### src/source/frontPkg.sv
////////////////////////////////////////
// all sizes fixed here, modules take none as parameters
// packet is opaque except for the branch flag in its top bit
////////////////////////////////////////
package frontPkg;

  ////////////////////////////////////////
  // buffer geometry
  ////////////////////////////////////////
  // decode slots per cycle
  localparam int fetchWidth = 8;
  // packets per dispatch group
  localparam int dispatchWidth = 4;
  localparam int queueDepth = 32;
  localparam int queueLog = 5;
  localparam int packetWidth = 32;
  // branch flag position inside a packet
  localparam int branchBit = 31;
  // a full fetch group still fits at or below this occupancy
  localparam int stallLimit = queueDepth - fetchWidth;
  // up to four branches in a group
  localparam int branchCountWidth = 3;
  localparam int counterWidth = 32;

  ////////////////////////////////////////
  // register block
  ////////////////////////////////////////
  localparam int csrAddrWidth = 4;
  localparam int csrDataWidth = 32;
  localparam int csrStrbWidth = csrDataWidth / 8;
  localparam logic [csrAddrWidth-1:0] ctrlAddr = 4'h0;
  localparam logic [csrAddrWidth-1:0] occAddr = 4'h4;
  localparam logic [csrAddrWidth-1:0] dispCntAddr = 4'h8;
  localparam logic [csrAddrWidth-1:0] brCntAddr = 4'hC;
  // control register bits
  localparam int holdBit = 0;
  localparam int flushBit = 1;
  localparam logic [1:0] axiOkay = 2'b00;
  localparam logic [1:0] axiSlvErr = 2'b10;

endpackage

### src/source/bufferCsr.sv
////////////////////////////////////////
// one AXI4-Lite transaction per channel at a time
// counters clear on reset only, not on flush
////////////////////////////////////////
`timescale 1ns/100ps

module bufferCsr (
  input  logic clk,
  input  logic reset_i,

  // AXI4-Lite slave
  input  logic [frontPkg::csrAddrWidth-1:0] awaddr_i,
  input  logic awvalid_i,
  output logic awready_o,
  input  logic [frontPkg::csrDataWidth-1:0] wdata_i,
  input  logic [frontPkg::csrStrbWidth-1:0] wstrb_i,
  input  logic wvalid_i,
  output logic wready_o,
  output logic [1:0] bresp_o,
  output logic bvalid_o,
  input  logic bready_i,
  input  logic [frontPkg::csrAddrWidth-1:0] araddr_i,
  input  logic arvalid_i,
  output logic arready_o,
  output logic [frontPkg::csrDataWidth-1:0] rdata_o,
  output logic [1:0] rresp_o,
  output logic rvalid_o,
  input  logic rready_i,

  // buffer side
  output logic holdDispatch_o,
  output logic swFlush_o,
  input  logic [frontPkg::queueLog:0] instCount_i,
  input  logic dispatchFire_i,
  input  logic [frontPkg::branchCountWidth-1:0] branchCount_i
);

  logic writeAccept;
  logic readAccept;
  logic ctrlWrite;
  logic [frontPkg::counterWidth-1:0] dispCount;
  logic [frontPkg::counterWidth-1:0] brCount;

  ////////////////////////////////////////
  // write channel
  ////////////////////////////////////////
  // awready and wready pulse together for one cycle
  assign awready_o = writeAccept;
  assign wready_o = writeAccept;
  // only byte 0 of the control word carries bits
  assign ctrlWrite = writeAccept & (awaddr_i == frontPkg::ctrlAddr) & wstrb_i[0];

  always_ff @(posedge clk) begin
    if (reset_i) begin
      writeAccept <= 1'b0;
      bvalid_o <= 1'b0;
      holdDispatch_o <= 1'b0;
      swFlush_o <= 1'b0;
    end else begin
      writeAccept <= awvalid_i & wvalid_i & ~bvalid_o & ~writeAccept;
      // flush pulse lives for the cycle after acceptance
      swFlush_o <= ctrlWrite & wdata_i[frontPkg::flushBit];
      if (ctrlWrite) begin
        holdDispatch_o <= wdata_i[frontPkg::holdBit];
      end
      if (writeAccept) begin
        bvalid_o <= 1'b1;
      end else if (bready_i) begin
        bvalid_o <= 1'b0;
      end
    end
  end

  // read-only offsets swallow writes quietly
  always_ff @(posedge clk) begin
    if (writeAccept) begin
      bresp_o <= (awaddr_i inside {frontPkg::ctrlAddr, frontPkg::occAddr,
                                   frontPkg::dispCntAddr, frontPkg::brCntAddr})
                 ? frontPkg::axiOkay : frontPkg::axiSlvErr;
    end
  end

  ////////////////////////////////////////
  // read channel
  ////////////////////////////////////////
  assign arready_o = readAccept;

  always_ff @(posedge clk) begin
    if (reset_i) begin
      readAccept <= 1'b0;
      rvalid_o <= 1'b0;
    end else begin
      readAccept <= arvalid_i & ~rvalid_o & ~readAccept;
      if (readAccept) begin
        rvalid_o <= 1'b1;
      end else if (rready_i) begin
        rvalid_o <= 1'b0;
      end
    end
  end

  // flush bit always reads back as zero
  always_ff @(posedge clk) begin
    if (readAccept) begin
      rresp_o <= frontPkg::axiOkay;
      case (araddr_i)
        frontPkg::ctrlAddr: rdata_o <= {{(frontPkg::csrDataWidth-1){1'b0}}, holdDispatch_o};
        frontPkg::occAddr:
          rdata_o <= {{(frontPkg::csrDataWidth-frontPkg::queueLog-1){1'b0}}, instCount_i};
        frontPkg::dispCntAddr: rdata_o <= dispCount;
        frontPkg::brCntAddr: rdata_o <= brCount;
        default: begin
          rdata_o <= '0;
          rresp_o <= frontPkg::axiSlvErr;
        end
      endcase
    end
  end

  ////////////////////////////////////////
  // statistics
  ////////////////////////////////////////
  always_ff @(posedge clk) begin
    if (reset_i) begin
      dispCount <= '0;
      brCount <= '0;
    end else if (dispatchFire_i) begin
      dispCount <= dispCount + (frontPkg::counterWidth)'(frontPkg::dispatchWidth);
      brCount <= brCount
               + {{(frontPkg::counterWidth-frontPkg::branchCountWidth){1'b0}}, branchCount_i};
    end
  end

endmodule

### config.mk
export PLATFORM = sky130hd
export DESIGN_NAME = bufferCsr
export DESIGN_NICKNAME = d
export VERILOG_FILES = /design/src/source/frontPkg.sv /design/src/source/bufferCsr.sv
export SDC_FILE = /design/constraint.sdc
export NUM_CORES = 1
export LEC_CHECK = 0
export ABC_AREA = 1
export BUFFER_PORTS_ARGS = -buffer_cell sky130_fd_sc_hd__buf_2
export CORE_MARGIN = 2
export CORE_UTILIZATION = 52
export CTS_BUF_LIST = sky130_fd_sc_hd__clkbuf_8
export DETAILED_ROUTE_END_ITERATION = 12
export HOLD_SLACK_MARGIN = 0.15
export PLACE_DENSITY = 0.82
export SLEW_MARGIN = 30
export SYNTH_ARGS = -nofsm -noshare
export SYNTH_HDL_FRONTEND = slang
export SYNTH_SLANG_ARGS = --single-unit
### constraint.sdc
create_clock -name clk -period 1.6 [get_ports clk]
set_input_delay 0.16 -clock clk [delete_from_list [all_inputs] [get_ports clk]]
set_output_delay 0.16 -clock clk [all_outputs]
set_load 0.03 [all_outputs]
== Yosys cells after proc, flatten, opt, wreduce, memory -nomap -nowiden ==
Cells that the tools add are included.
Word-level totals
  register bits: 106
  input port bits: 61
  logic and storage cells: 44
Cells by class
  $add $sub $neg: 2
  equality and inequality tests: 6
  mux-type cells: 7
  bitwise operators: 12
  reductions and logical operators: 6
Operators by type and width (number)
  $pmux W32 S4: 1
  $add A32 B3 Y32: 1
  $add A32 B3 Y32 const B: 1
  $eq A4 B4 Y1 const B: 4
  $and A1 B1 Y1: 8
  $eq A4 B3 Y1 const B: 2
  $logic_not A4 Y1: 2
  $mux W1: 4
  $mux W2: 2
  $not A1 Y1: 4
  $reduce_bool A2 Y1: 2
  $reduce_bool A4 Y1: 1
  $reduce_or A4 Y1: 1

== Logic depth before layout (Yosys ltp) ==
Gate-level depths: netlist of the first run.
  depth in word-level cells: 4
  gate-level depth with buffers: 11

== Least setup slack after synthesis of the first run ==
OpenSTA, ideal clock, no wires.
  path kind: reg-to-reg
  start: register readAccept (netlist: arready_o)
  end: register rdata_o[0] (netlist bit) (enable)
  arrival: 1214 ps
  data required time: 1196 ps
  path slack: -18 ps
  stages on the path, launching flop included: 1
  buffers on the path: 0
  clock period less this slack: 1618 ps
  path through: dfxtp_1
RTL lines
  start, declared: RTL line bufferCsr.sv:39  | logic readAccept;
  start signal, assigned: RTL line bufferCsr.sv:93  | readAccept <= arvalid_i & ~rvalid_o & ~readAccept;
  end signal, assigned: RTL line bufferCsr.sv:107  | frontPkg::ctrlAddr: rdata_o <= {{(frontPkg::csrDataWidth-1){1'b0}}, holdDispatch_o};
  end signal, assigned: RTL line bufferCsr.sv:109  | rdata_o <= {{(frontPkg::csrDataWidth-frontPkg::queueLog-1){1'b0}}, instCount_i};
  end signal, assigned: RTL line bufferCsr.sv:110  | frontPkg::dispCntAddr: rdata_o <= dispCount;
  end, declared: RTL line bufferCsr.sv:25  | output logic [frontPkg::csrDataWidth-1:0] rdata_o,
No word-level cell between the ends.

== Final worst setup path of the first run ==
  start: register brCount[0] (netlist bit)
  end: register brCount[10] (netlist bit)
Between the ends
  word-level cells in the longest chain between the ends: 1
RTL lines
  start, declared: RTL line bufferCsr.sv:42  | logic [frontPkg::counterWidth-1:0] brCount;
  start signal, assigned: RTL line bufferCsr.sv:129  | brCount <= brCount
  $add A32 B3 Y32: RTL line bufferCsr.sv:130  | + {{(frontPkg::counterWidth-frontPkg::branchCountWidth){1'b0}}, branchCount_i};
Every way passes these cells.
A chain may end at the register's enable or synchronous reset.

==> implementation parameters, run 1 <==
Parameter                              Value

Status
  Result of the run ... finished, violations left
  Violated checks ... setup timing

Timing
  Max Clock Freq ... 617 MHz
  RSZ-0062 raised after global routing ... true
  Final period utilization ... 101%
  Min setup slack post-route ... -0.0213 ns
  Final min period ... 1.62 ns
  Count of final hold-check violations ... 0
  Number of pins exceeding their max-slew limit in the final report ... 0
  Skew final ... ~0.014 ns
  Final hold slack ... ~0.095 ns
  Final setup violation count ... 2

Placement
  Post-placement cell count ... ~940
  DP Area ... 5850 µm²
  Pre-CTS WS ... -0.0907 ns
  Final GP Congestion ... 0.935
  HPWL after DPL ... around 10000 µm
  Port Buffers ... 68

Cells and area
  Antenna Cells ... 0
  Relative area change from synthesis to final layout ... 19.7%
  Share of layout cells above drive strength 1 ... 19.1%
  Layout net count ... 900
  Commonest non-fill, non-tap cell in the layout ... sky130_fd_sc_hd__nand2_1
  Final cell count without fillers ... roughly 1000
  Largest registers ... brCount (32), rdata_o (32), dispCount (30)
  Commonest cells after routing, fill and taps aside ... sky130_fd_sc_hd__nand2_1 (166), sky130_fd_sc_hd__nor2_1 (118), sky130_fd_sc_hd__inv_1 (107)
  Finished layout cell area ... 6320 µm²

CTS
  Clock tree from TritonCTS ... yes
  Clock slew at reported path FFs ... 0.11 ns
  Number of H-tree branching levels ... 3
  Clock sink total ... 102
  Clock tree root buffer cell ... sky130_fd_sc_hd__clkbuf_8
  Max Buffers Root-to-Sink ... 2
  Worst-Skew Late Latency ... 0.38 ns
  CTS Buf Count ... 9

Worst setup path
  Critical setup path kind ... reg2reg
  CP Data Arrival Time ... 1.94 ns
  Startpoint of the worst-slack reg-to-reg timing path ... brCount[0]
  Max stage delay cell, worst path ... sky130_fd_sc_hd__dfxtp_2
  Worst path top cell family by delay ... simple AND/OR/NAND/NOR gates
  Worst R2R End ... brCount[10]
  Endpoint class of the critical path ... register
  Worst EP required ... between 1.5 and 2 ns
  R2r setup slk ... -0.02 ns
  Crit-path max cell delay ... 0.36 ns
  Crit start category ... register
  Buffers & Inverters on Critical Path ... 0
  Critical path depth in cells ... 10
  Worst-path cell chain ... ha_4 > fa_2 > nand2_4 > a21oi_4 > nand2_2 > nor2_4 > nand2_2 > nand2_1 > nand2_1 > nor2_1
  Top fanout value on the critical path ... 5
  Number of cells traversed by the worst register-to-register path ... 10

Synthesis
  Number of warning messages in the yosys log ... 0
  Dominant cell type by area after synthesis ... sky130_fd_sc_hd__dfxtp_1
  Fraction of the yosys area taken by sequential cells ... between 40% and 50%
  Post-synth cell types ... 32
  Share of the synthesized area in the top cell type ... 25.8%
  Netlist area before placement ... 5280 µm²
  Number of synthesized register bits ... 102
  Synthesized instance count ... around 740
  Mean instance size in the synthesized netlist ... 7.15 µm²
  Leading post-synthesis cells by cell area ... sky130_fd_sc_hd__dfxtp_1 (26%), sky130_fd_sc_hd__edfxtp_1 (19%), sky130_fd_sc_hd__nand2_1 (12%)

Worst hold path
  Kind of path behind the tightest hold check ... in2reg
  Worst Min Path Start ... wstrb_i[0]
  Terminating pin of the worst hold path ... holdDispatch_o
  Number of cells on the worst hold path ... 3

Power
  Maximum VDD drop ... 0.410 mV
  Power density over the cells ... 752 nW/µm²
  Total Power Consumption ... roughly 4.8 mW
  Switching part of the total power ... 26.7%
  Int Pwr ... 3.49 mW
  Leakage power figure ... 2.39 nW
  Clock share of power ... 31.9%
  Comb pwr share ... 10.1%
  Power share of the sequential group ... 58.0%
  Switching component of the power ... around 1.3 mW

Die
  Chip Width ... around 100 µm
  Vertical die dimension ... about 100 µm
  Placeable core region ... 9820 µm²
  Die Area ... 11000 µm²
  Initial standard-cell utilization of the core ... a little over half
  # IOs ... 104
  Placement Rows ... 36

Drt
  DRC marker count from the first detailed-route iteration ... 343
  Routed length per placed instance ... 14.0 µm
  DRC violations left ... 0
  Final ANT Viol Nets ... 0
  Final wirelength ... 13700 µm
  First drt pass iteration count ... 5
  Total via count after detailed routing ... 5069
  Average vias per placed instance ... 5.22

Global route
  Tot GR Track Use ... 25.3%
  Initial antenna violation count ... 0
  Largest net degree at the start of global routing ... 31
  Wire length of the first global-routing pass ... 22200 µm
  Overflow after GRT ... 0
  Vias in the first global route ... 4793

Flow run
  Max-Cap Viols ... 0
==> routing by layer <==
metal	vias up	part of all wire, %	track usage [%]
met3	33	6.6	4.30
met4	0	2.7	8.38
met1	2291	42	32.1
met2	193	49	43.8
met5	-	0	0
li1	2552	-	-
==> power by group through the flow <==
stage / Sequential (mW) / Combinational (mW) / Clock, mW
final: 2.76 / 0.480 / 1.52
after global routing: 2.76 / 0.515 / 1.65
after CTS: 2.75 / 0.454 / 1.55
after detailed placement: 2.81 / 0.412 / 0
after global placement: 2.81 / 0.405 / 0
after floorplan: 2.90 / 0.171 / 0
==> metrics by stage <==
| step | setup TNS (ns) | util, % |
|---|---|---|
| after floorplan | 0 | - |
| after global placement | -0.0487 | 59.5 |
| after detailed placement | -0.202 | 59.5 |
| after CTS | 0 | 63.6 |
| after global routing | -0.774 | 64.4 |
| final | -0.0313 | 64.4 |
==> layout make-up <==
cell class                 instances  area (µm²)
clock buffer                       9         124
clock inverter                     7        58.8
fill                             846        3500
inverter                         109         415
multi-input combinational        508        2480
sequential                       102        2390
tap                              133         166
timing repair buffer             104         681
==> worst max-delay path by stage <==
stage,slack [ns],end,startpoint
global placement,-0.05,brCount[14],brCount[0]
detailed placement,-0.09,brCount[14],brCount[0]
CTS,0.003,brCount[14],brCount[0]
finish,-0.02,brCount[10],brCount[0]
global route,-0.11,brCount[14],brCount[0]
floorplan,0.03,brCount[14],brCount[0]
==> worst register-to-register path, delay by kind of cell (launching register included) <==
kind,cells,cell delay [ns]
and+or+nand+nor,7,0.66
adders and majority gates,2,0.38
DFF,1,0.36
AOI/OAI and AO/OA,1,0.18
==> repair_timing <==
action,4_1_cts,5_1_grt
hold buffers,19,0
resized for setup,5,23
endpoints found under the setup margin,7,37
buffers inserted,0,2
pin swaps,0,16
gates cloned,0,0
endpoints found under the hold margin,14,0
==> cell families after synthesis <==
family | after synthesis | synth area share (%)
AO/OA/AOI/OAI | 81 | 8.53
adder cells (fa/ha/maj) | 5 | 1.33
XOR/XNOR | 4 | 0.664
buffers and inverters | 129 | 9.62
other | 1 | 0.0710
AND/OR/NAND/NOR | 416 | 34.7
flip-flops | 102 | 45.1
==> cells in the mapped netlist (all sizes together) <==
cell      n
nand2   181
nor2    145
inv     109
dfxtp    68
nand3    57
edfxtp   34
a21oi    31
o21ai    28
nor3     19
o22ai    16
buf      10
clkbuf   10
nand4    10
ha        4
o221ai    4
xor2      4
nand3b    2
a211oi    1
a22o      1
and2      1
and3      1
conb      1
fa        1
(Power assumes the default switching activity.)
==> run 2: changes to the inputs <==
ABC_AREA = default   (was 1)
CORE_UTILIZATION = 35   (was 52)
PLACE_DENSITY = 0.6   (was 0.82)
==> implementation parameters, run 2 <==
Parameter                              Value

Worst setup path
  Startpoint of the worst-slack reg-to-reg timing path ... brCount[16]
  R2r setup slk ... -0.27 ns
  Startpoint of the most critical setup path ... brCount[16]
  Worst R2R End ... brCount[26]
  Number of cells traversed by the worst register-to-register path ... 4
  Critical setup path kind ... reg2reg
  Top fanout value on the critical path ... 6
  Worst EP required ... 1.92 ns
  Critical path capture point ... brCount[26]
  CP Data Arrival Time ... between 2 and 2.5 ns
  Crit start category ... register
  Endpoint class of the critical path ... register

Global route
  Overflow after GRT ... 0
  Tot GR Track Use ... 17.9%
  Vias in the first global route ... ~4200
  Largest net degree at the start of global routing ... 34
  Initial antenna violation count ... 0
  Wire length of the first global-routing pass ... approximately 20000 µm

Timing
  Transition time at the pin with the least slew margin ... 0.515 ns
  Max Clock Freq ... 533 MHz
  Min setup slack post-route ... -0.274 ns
  Setup total negative slack ... -7.04 ns
  Worst slew margin relative to its limit ... 65.7%
  Count of final hold-check violations ... 0
  Final min period ... 1.87 ns
  RSZ-0062 raised after global routing ... true
  Final period utilization ... 117%
  Final setup violation count ... between 40 and 50
  Skew final ... 0.0107 ns
  Number of pins exceeding their max-slew limit in the final report ... 0

Flow run
  Max-Cap Viols ... 0

Die
  Initial standard-cell utilization of the core ... between 30% and 40%
  # IOs ... ~100
  Placement Rows ... 42
  Vertical die dimension ... 121 µm
  Die Area ... 14700 µm²
  Placeable core region ... ~13000 µm²
  Chip Width ... 121 µm

Cells and area
  Commonest non-fill, non-tap cell in the layout ... sky130_fd_sc_hd__buf_4
  Finished layout cell area ... roughly 7100 µm²
  Share of layout cells above drive strength 1 ... between 40 and 50%
  Largest registers ... brCount (32), rdata_o (32), dispCount (30)
  Relative area change from synthesis to final layout ... 48.1%
  Commonest cells after routing, fill and taps aside ... sky130_fd_sc_hd__buf_4 (96), sky130_fd_sc_hd__buf_2 (68), sky130_fd_sc_hd__nor2_1 (64)
  Antenna Cells ... 0
  Layout net count ... 748

Synthesis
  Primary flip-flop cell chosen by synthesis mapping ... sky130_fd_sc_hd__dfxtp_1
  Number of warning messages in the yosys log ... 0
  Mean instance size in the synthesized netlist ... 9.77 µm²
  Post-synth cell types ... between 40 and 50
  Number of synthesized register bits ... 102
  Top post-synthesis cells by count ... sky130_fd_sc_hd__dfxtp_1 (68), sky130_fd_sc_hd__nor2_1 (64), sky130_fd_sc_hd__a21oi_1 (39)
  Most numerous cell in the Yosys netlist ... sky130_fd_sc_hd__dfxtp_1
  Netlist area before placement ... 4830 µm²
  Share of the synthesized area in the top cell type ... 28.2%
  Leading post-synthesis cells by cell area ... sky130_fd_sc_hd__dfxtp_1 (28%), sky130_fd_sc_hd__edfxtp_1 (21%), sky130_fd_sc_hd__mux2i_1 (6.6%)
  Dominant cell type by area after synthesis ... sky130_fd_sc_hd__dfxtp_1
  Number of flops mapped to enable cells by yosys ... 34
  Fraction of the yosys area taken by sequential cells ... 49.4%
  Async SR Flop Fraction ... 0%
  Synthesized instance count ... roughly 500

Placement
  HPWL after DPL ... 8960 µm
  Port Buffers ... 68
  Final GP Congestion ... 0.827
  DP Area ... 6080 µm²

Drt
  Total via count after detailed routing ... 4518
  First drt pass iteration count ... 5
  Final wirelength ... 13700 µm
  Average vias per placed instance ... 5.24
  DRC violations left ... 0
  Final ANT Viol Nets ... 0
  Routed length per placed instance ... approximately 16 µm
  DRC marker count from the first detailed-route iteration ... ~230

Status
  Result of the run ... finished, violations left
  Violated checks ... setup timing

CTS
  Clock slew at reported path FFs ... 0.10 ns
  Clock tree root buffer cell ... sky130_fd_sc_hd__clkbuf_8
  Clock sink total ... around 100
  Worst-Skew Late Latency ... between 0.3 and 0.4 ns
  Max Buffers Root-to-Sink ... 2
  Clock tree from TritonCTS ... yes
  CTS Buf Count ... 9
  Number of H-tree branching levels ... 3

Power
  Power share of the sequential group ... 50.9%
  Switching part of the total power ... 23.3%
  Leakage power figure ... 2.73 nW
  Maximum VDD drop ... between 0.5 and 0.6 mV
  Power density over the cells ... 759 nW/µm²
  Int Pwr ... 4.16 mW
  Clock share of power ... 38.5%
  Switching component of the power ... 1.26 mW
  Comb pwr share ... 10.6%

Worst hold path
  Kind of path behind the tightest hold check ... in2reg
## run 2: cell types whose count changed after synthesis, sizes merged, moves of 11 or more
cell / change
nand2: -157
inv: -96
nor2: -81
nand3: -39
mux2i: +32
or4: +31
o31ai: +26
o21ai: -17
o22ai: -16
nor3: -15
or3: +11
## run 2: kinds of logic (layout without fill, tap and decap cells)
| logic type | count (synthesis) | after routing | synth area share, % |
|---|---|---|---|
| AOI/OAI and AO/OA | 85 | 85 | 10.6 |
| DFF | 102 | 102 | 49.4 |
| and+or+nand+nor | 197 | 198 | 22.3 |
| xor gates and xnor gates | 18 | 18 | 3.27 |
| buffers and inverters | 45 | 236 | 4.17 |
| muxes | 41 | 41 | 8.74 |
| other | 1 | 2 | 0.0777 |
| adders and majority gates | 5 | 5 | 1.45 |
## run 2: metrics by stage
step / utilization [%] / power [mW] / hold slack, ns / std cells / setup WS [ns]
after global placement: 45.5 / 3.31 / 0.384 / 794 / -0.282
final: 53.6 / 5.43 / 0.150 / 863 / -0.274
after CTS: 50.3 / 5.45 / 0.150 / 844 / -0.299
after global routing: 53.6 / 5.62 / 0.176 / 863 / -0.352
after detailed placement: 45.5 / 3.32 / 0.396 / 794 / -0.327
after floorplan: - / 3.13 / 0.279 / 495 / -0.235
## run 2: area by class of cell
| class | instances | area, µm² |
|---|---|---|
| multi-input cells | 349 | 2630 |
| well taps | 176 | 220 |
| repair buffers | 207 | 1560 |
| clock buffers | 9 | 124 |
| clock inverters | 7 | 138 |
| fillers | 1185 | 6200 |
| inverters | 13 | 48.8 |
| flip-flops and latches | 102 | 2430 |
## run 2: what timing repair did
action / 4_1_cts / 5_1_grt
setup buffers: 17 / 20
gates resized for setup: 25 / 74
endpoints found under the setup margin: 42 / 46
pin swaps: 20 / 30
hold buffers: 17 / 0
endpoints found under the hold margin: 12 / 0
gates cloned: 2 / 2
## run 2: layer usage
layer  GRT usage [%]  vias to the layer above  routed length, µm
li1                -                     2198                  -
met5               0                        -                  0
met3            3.52                       16                592
met2            31.1                      113               6870
met1            22.2                     2191               5980
met4            6.39                        0                215
## run 2: critical path, cell delays in order (launching register included)
cell and delay (ns):
sky130_fd_sc_hd__dfxtp_2 0.34, sky130_fd_sc_hd__nand4_1 0.19, sky130_fd_sc_hd__or4_4 0.62, sky130_fd_sc_hd__or4_4 0.54
sky130_fd_sc_hd__a21oi_2 0.12
## run 2: power by group through the flow
| stage | logic [mW] | clock network [mW] | registers (mW) |
|---|---|---|---|
| floorplan | 0.212 | 0 | 2.92 |
| global placement | 0.493 | 0 | 2.82 |
| detailed placement | 0.499 | 0 | 2.82 |
| CTS | 0.555 | 2.13 | 2.76 |
| global route | 0.614 | 2.24 | 2.77 |
| finish | 0.575 | 2.09 | 2.76 |
## run 2: worst min path at each step
| stage | end | startpoint | depth (start not counted) |
|---|---|---|---|
| after floorplan | awready_o | wvalid_i | 2 |
| after global placement | awready_o | wvalid_i | 3 |
| after detailed placement | awready_o | wvalid_i | 3 |
| after CTS | swFlush_o | wstrb_i[0] | 4 |
| after global routing | swFlush_o | wstrb_i[0] | 4 |
| final | brCount[0] | branchCount_i[0] | 4 |
==> run 3: changes to the inputs <==
PLACE_DENSITY = 0.58   (was 0.6)
clock period = 2.3 ns   (was 1.6 ns; I/O delays follow)
==> implementation parameters, run 3 (same netlist as run 2, synthesis figures left out) <==
Parameter                              Value

Drt
  Final ANT Viol Nets ... 0
  DRC marker count from the first detailed-route iteration ... between 200 and 250
  Total via count after detailed routing ... 3903
  Final wirelength ... 10800 µm
  First drt pass iteration count ... 4
  Average vias per placed instance ... 5.22
  Routed length per placed instance ... approximately 14 µm
  DRC violations left ... 0

Worst setup path
  Worst-path cell chain ... dlygate4sd3_1 > buf_2 > or2_2 > or4_1 > nor3b_1 > dlygate4sd3_1
  Most frequent cell on the critical path ... sky130_fd_sc_hd__dlygate4sd3_1
  Max stage delay cell, worst path ... sky130_fd_sc_hd__dlygate4sd3_1
  Endpoint class of the critical path ... register
  Worst path top cell family by delay ... buffers and inverters
  Crit start category ... input port
  Critical setup path kind ... in2reg
  Worst EP required ... 2.62 ns
  Top fanout value on the critical path ... 2
  Buffers & Inverters on Critical Path ... 3
  Crit-path max cell delay ... 0.58 ns
  CP Data Arrival Time ... 2.49 ns

CTS
  Setup fix buffers added after clock tree synthesis ... 0
  Number of H-tree branching levels ... 3
  Max Buffers Root-to-Sink ... 2
  Clock tree root buffer cell ... sky130_fd_sc_hd__clkbuf_8
  Worst-Skew Late Latency ... 0.38 ns
  Count of hold buffers inserted by post-cts repair ... 9
  Post-CTS sizing ... 0
  Clock slew at reported path FFs ... 0.10 ns
  Clock tree from TritonCTS ... yes
  Clock sink total ... approximately 100
  CTS Buf Count ... 9

Placement
  Final GP Congestion ... ~0.78
  HPWL after DPL ... about 7300 µm
  Post-placement cell count ... 722
  Port Buffers ... around 70
  Pre-CTS WS ... 0.197 ns

Die
  Placement Rows ... 42
  Vertical die dimension ... roughly 120 µm
  Placeable core region ... 13300 µm²
  Chip Width ... approximately 120 µm
  # IOs ... 104
  Die Area ... approximately 15000 µm²
  Initial standard-cell utilization of the core ... 36.2%

Global route
  Overflow after GRT ... 0
  Tot GR Track Use ... 15.4%
  Wire length of the first global-routing pass ... 18000 µm
  Initial antenna violation count ... 0
  Largest net degree at the start of global routing ... 45
  Vias in the first global route ... 3644

Power
  Maximum VDD drop ... 0.218 mV
  Switching component of the power ... 820 µW
  Power share of the sequential group ... 59.1%
  Int Pwr ... roughly 2.4 mW
  Clock share of power ... 31.8%
  Switching part of the total power ... 25.1%
  Comb pwr share ... under 10%
  Power density over the cells ... approximately 580 nW/µm²
  Leakage power figure ... between 1.5 and 2 nW

Timing
  Final min period ... 2.17 ns
  Max Clock Freq ... around 460 MHz
  Count of final hold-check violations ... 0
  Worst slew margin relative to its limit ... between 50% and 60%
  Final period utilization ... 94.3%
  Transition time at the pin with the least slew margin ... 0.651 ns
  RSZ-0062 raised after global routing ... false
  Number of pins exceeding their max-slew limit in the final report ... 0
  Min setup slack post-route ... around 0.13 ns
  Setup total negative slack ... 0 ns
  Skew final ... 0.0148 ns
  Final setup violation count ... 0

Cells and area
  Antenna Cells ... 0
  Combined area of the multi-input logic cells ... 2250 µm²
  Final cell count without fillers ... ~750
  Commonest cells after routing, fill and taps aside ... sky130_fd_sc_hd__buf_2 (68), sky130_fd_sc_hd__dfxtp_1 (67), sky130_fd_sc_hd__nor2_1 (64)
  Relative area change from synthesis to final layout ... 16.8%
  Largest registers ... brCount (32), rdata_o (32), dispCount (30)
  Share of layout cells above drive strength 1 ... 20.3%
  Sequential cell area ... 2380 µm²
  Final-layout fill cell count ... about 1300
  Commonest non-fill, non-tap cell in the layout ... sky130_fd_sc_hd__buf_2
  Layout net count ... 632

Status
  Result of the run ... finished clean

Flow run
  Max-Cap Viols ... 0

Worst hold path
  Kind of path behind the tightest hold check ... in2reg
-- run 3: metrics by stage --
stage	cell area, µm²	power, mW	hold WS (ns)	util [%]
final	5640	3.26	0.173	42.3
after CTS	5640	3.30	0.151	42.3
after detailed placement	5380	2.26	0.434	40.3
after floorplan	4830	2.16	0.349	-
after global routing	5640	3.40	0.160	42.3
after global placement	5380	2.25	0.430	40.3
-- run 3: final cells by class --
type / instances / area share (%)
Sequential cell: 102 / 42.3
Multi-Input combinational cell: 348 / 39.8
Timing Repair Buffer: 92 / 10.1
Tap cell: 176 / 3.90
Clock buffer: 11 / 2.68
Inverter: 13 / 0.865
Clock inverter: 5 / 0.377
-- run 3: power by group through the flow --
stage	Sequential, mW	Combinational [mW]	Clock, mW
finish	1.93	0.294	1.04
global route	1.94	0.317	1.15
CTS	1.93	0.297	1.07
detailed placement	1.97	0.285	0
global placement	1.97	0.281	0
floorplan	2.03	0.130	0
-- run 3: routing by layer --
metal  part of all wire [%]  GRT usage (%)
met1                     47           21.2
met2                     47           23.5
met3                    4.5           3.62
met4                    1.7           5.53
met5                      0              0
-- run 3: tightest hold or removal path, cell delays in order --
cell,delay (ns)
sky130_fd_sc_hd__buf_2,0.10
sky130_fd_sc_hd__inv_1,0.04
sky130_fd_sc_hd__a21oi_1,0.06
sky130_fd_sc_hd__nor2_1,0.07
-- run 3: final timing paths --
kind	start	end	slack (ns)	depth (start not counted)
setup / recovery	awaddr_i[0]	swFlush_o	0.13	6
hold / removal	bready_i	bvalid_o	0.17	4
setup reg to reg	dispCount[13]	dispCount[31]	0.16	4
hold reg to reg	rvalid_o	arready_o	0.45	1
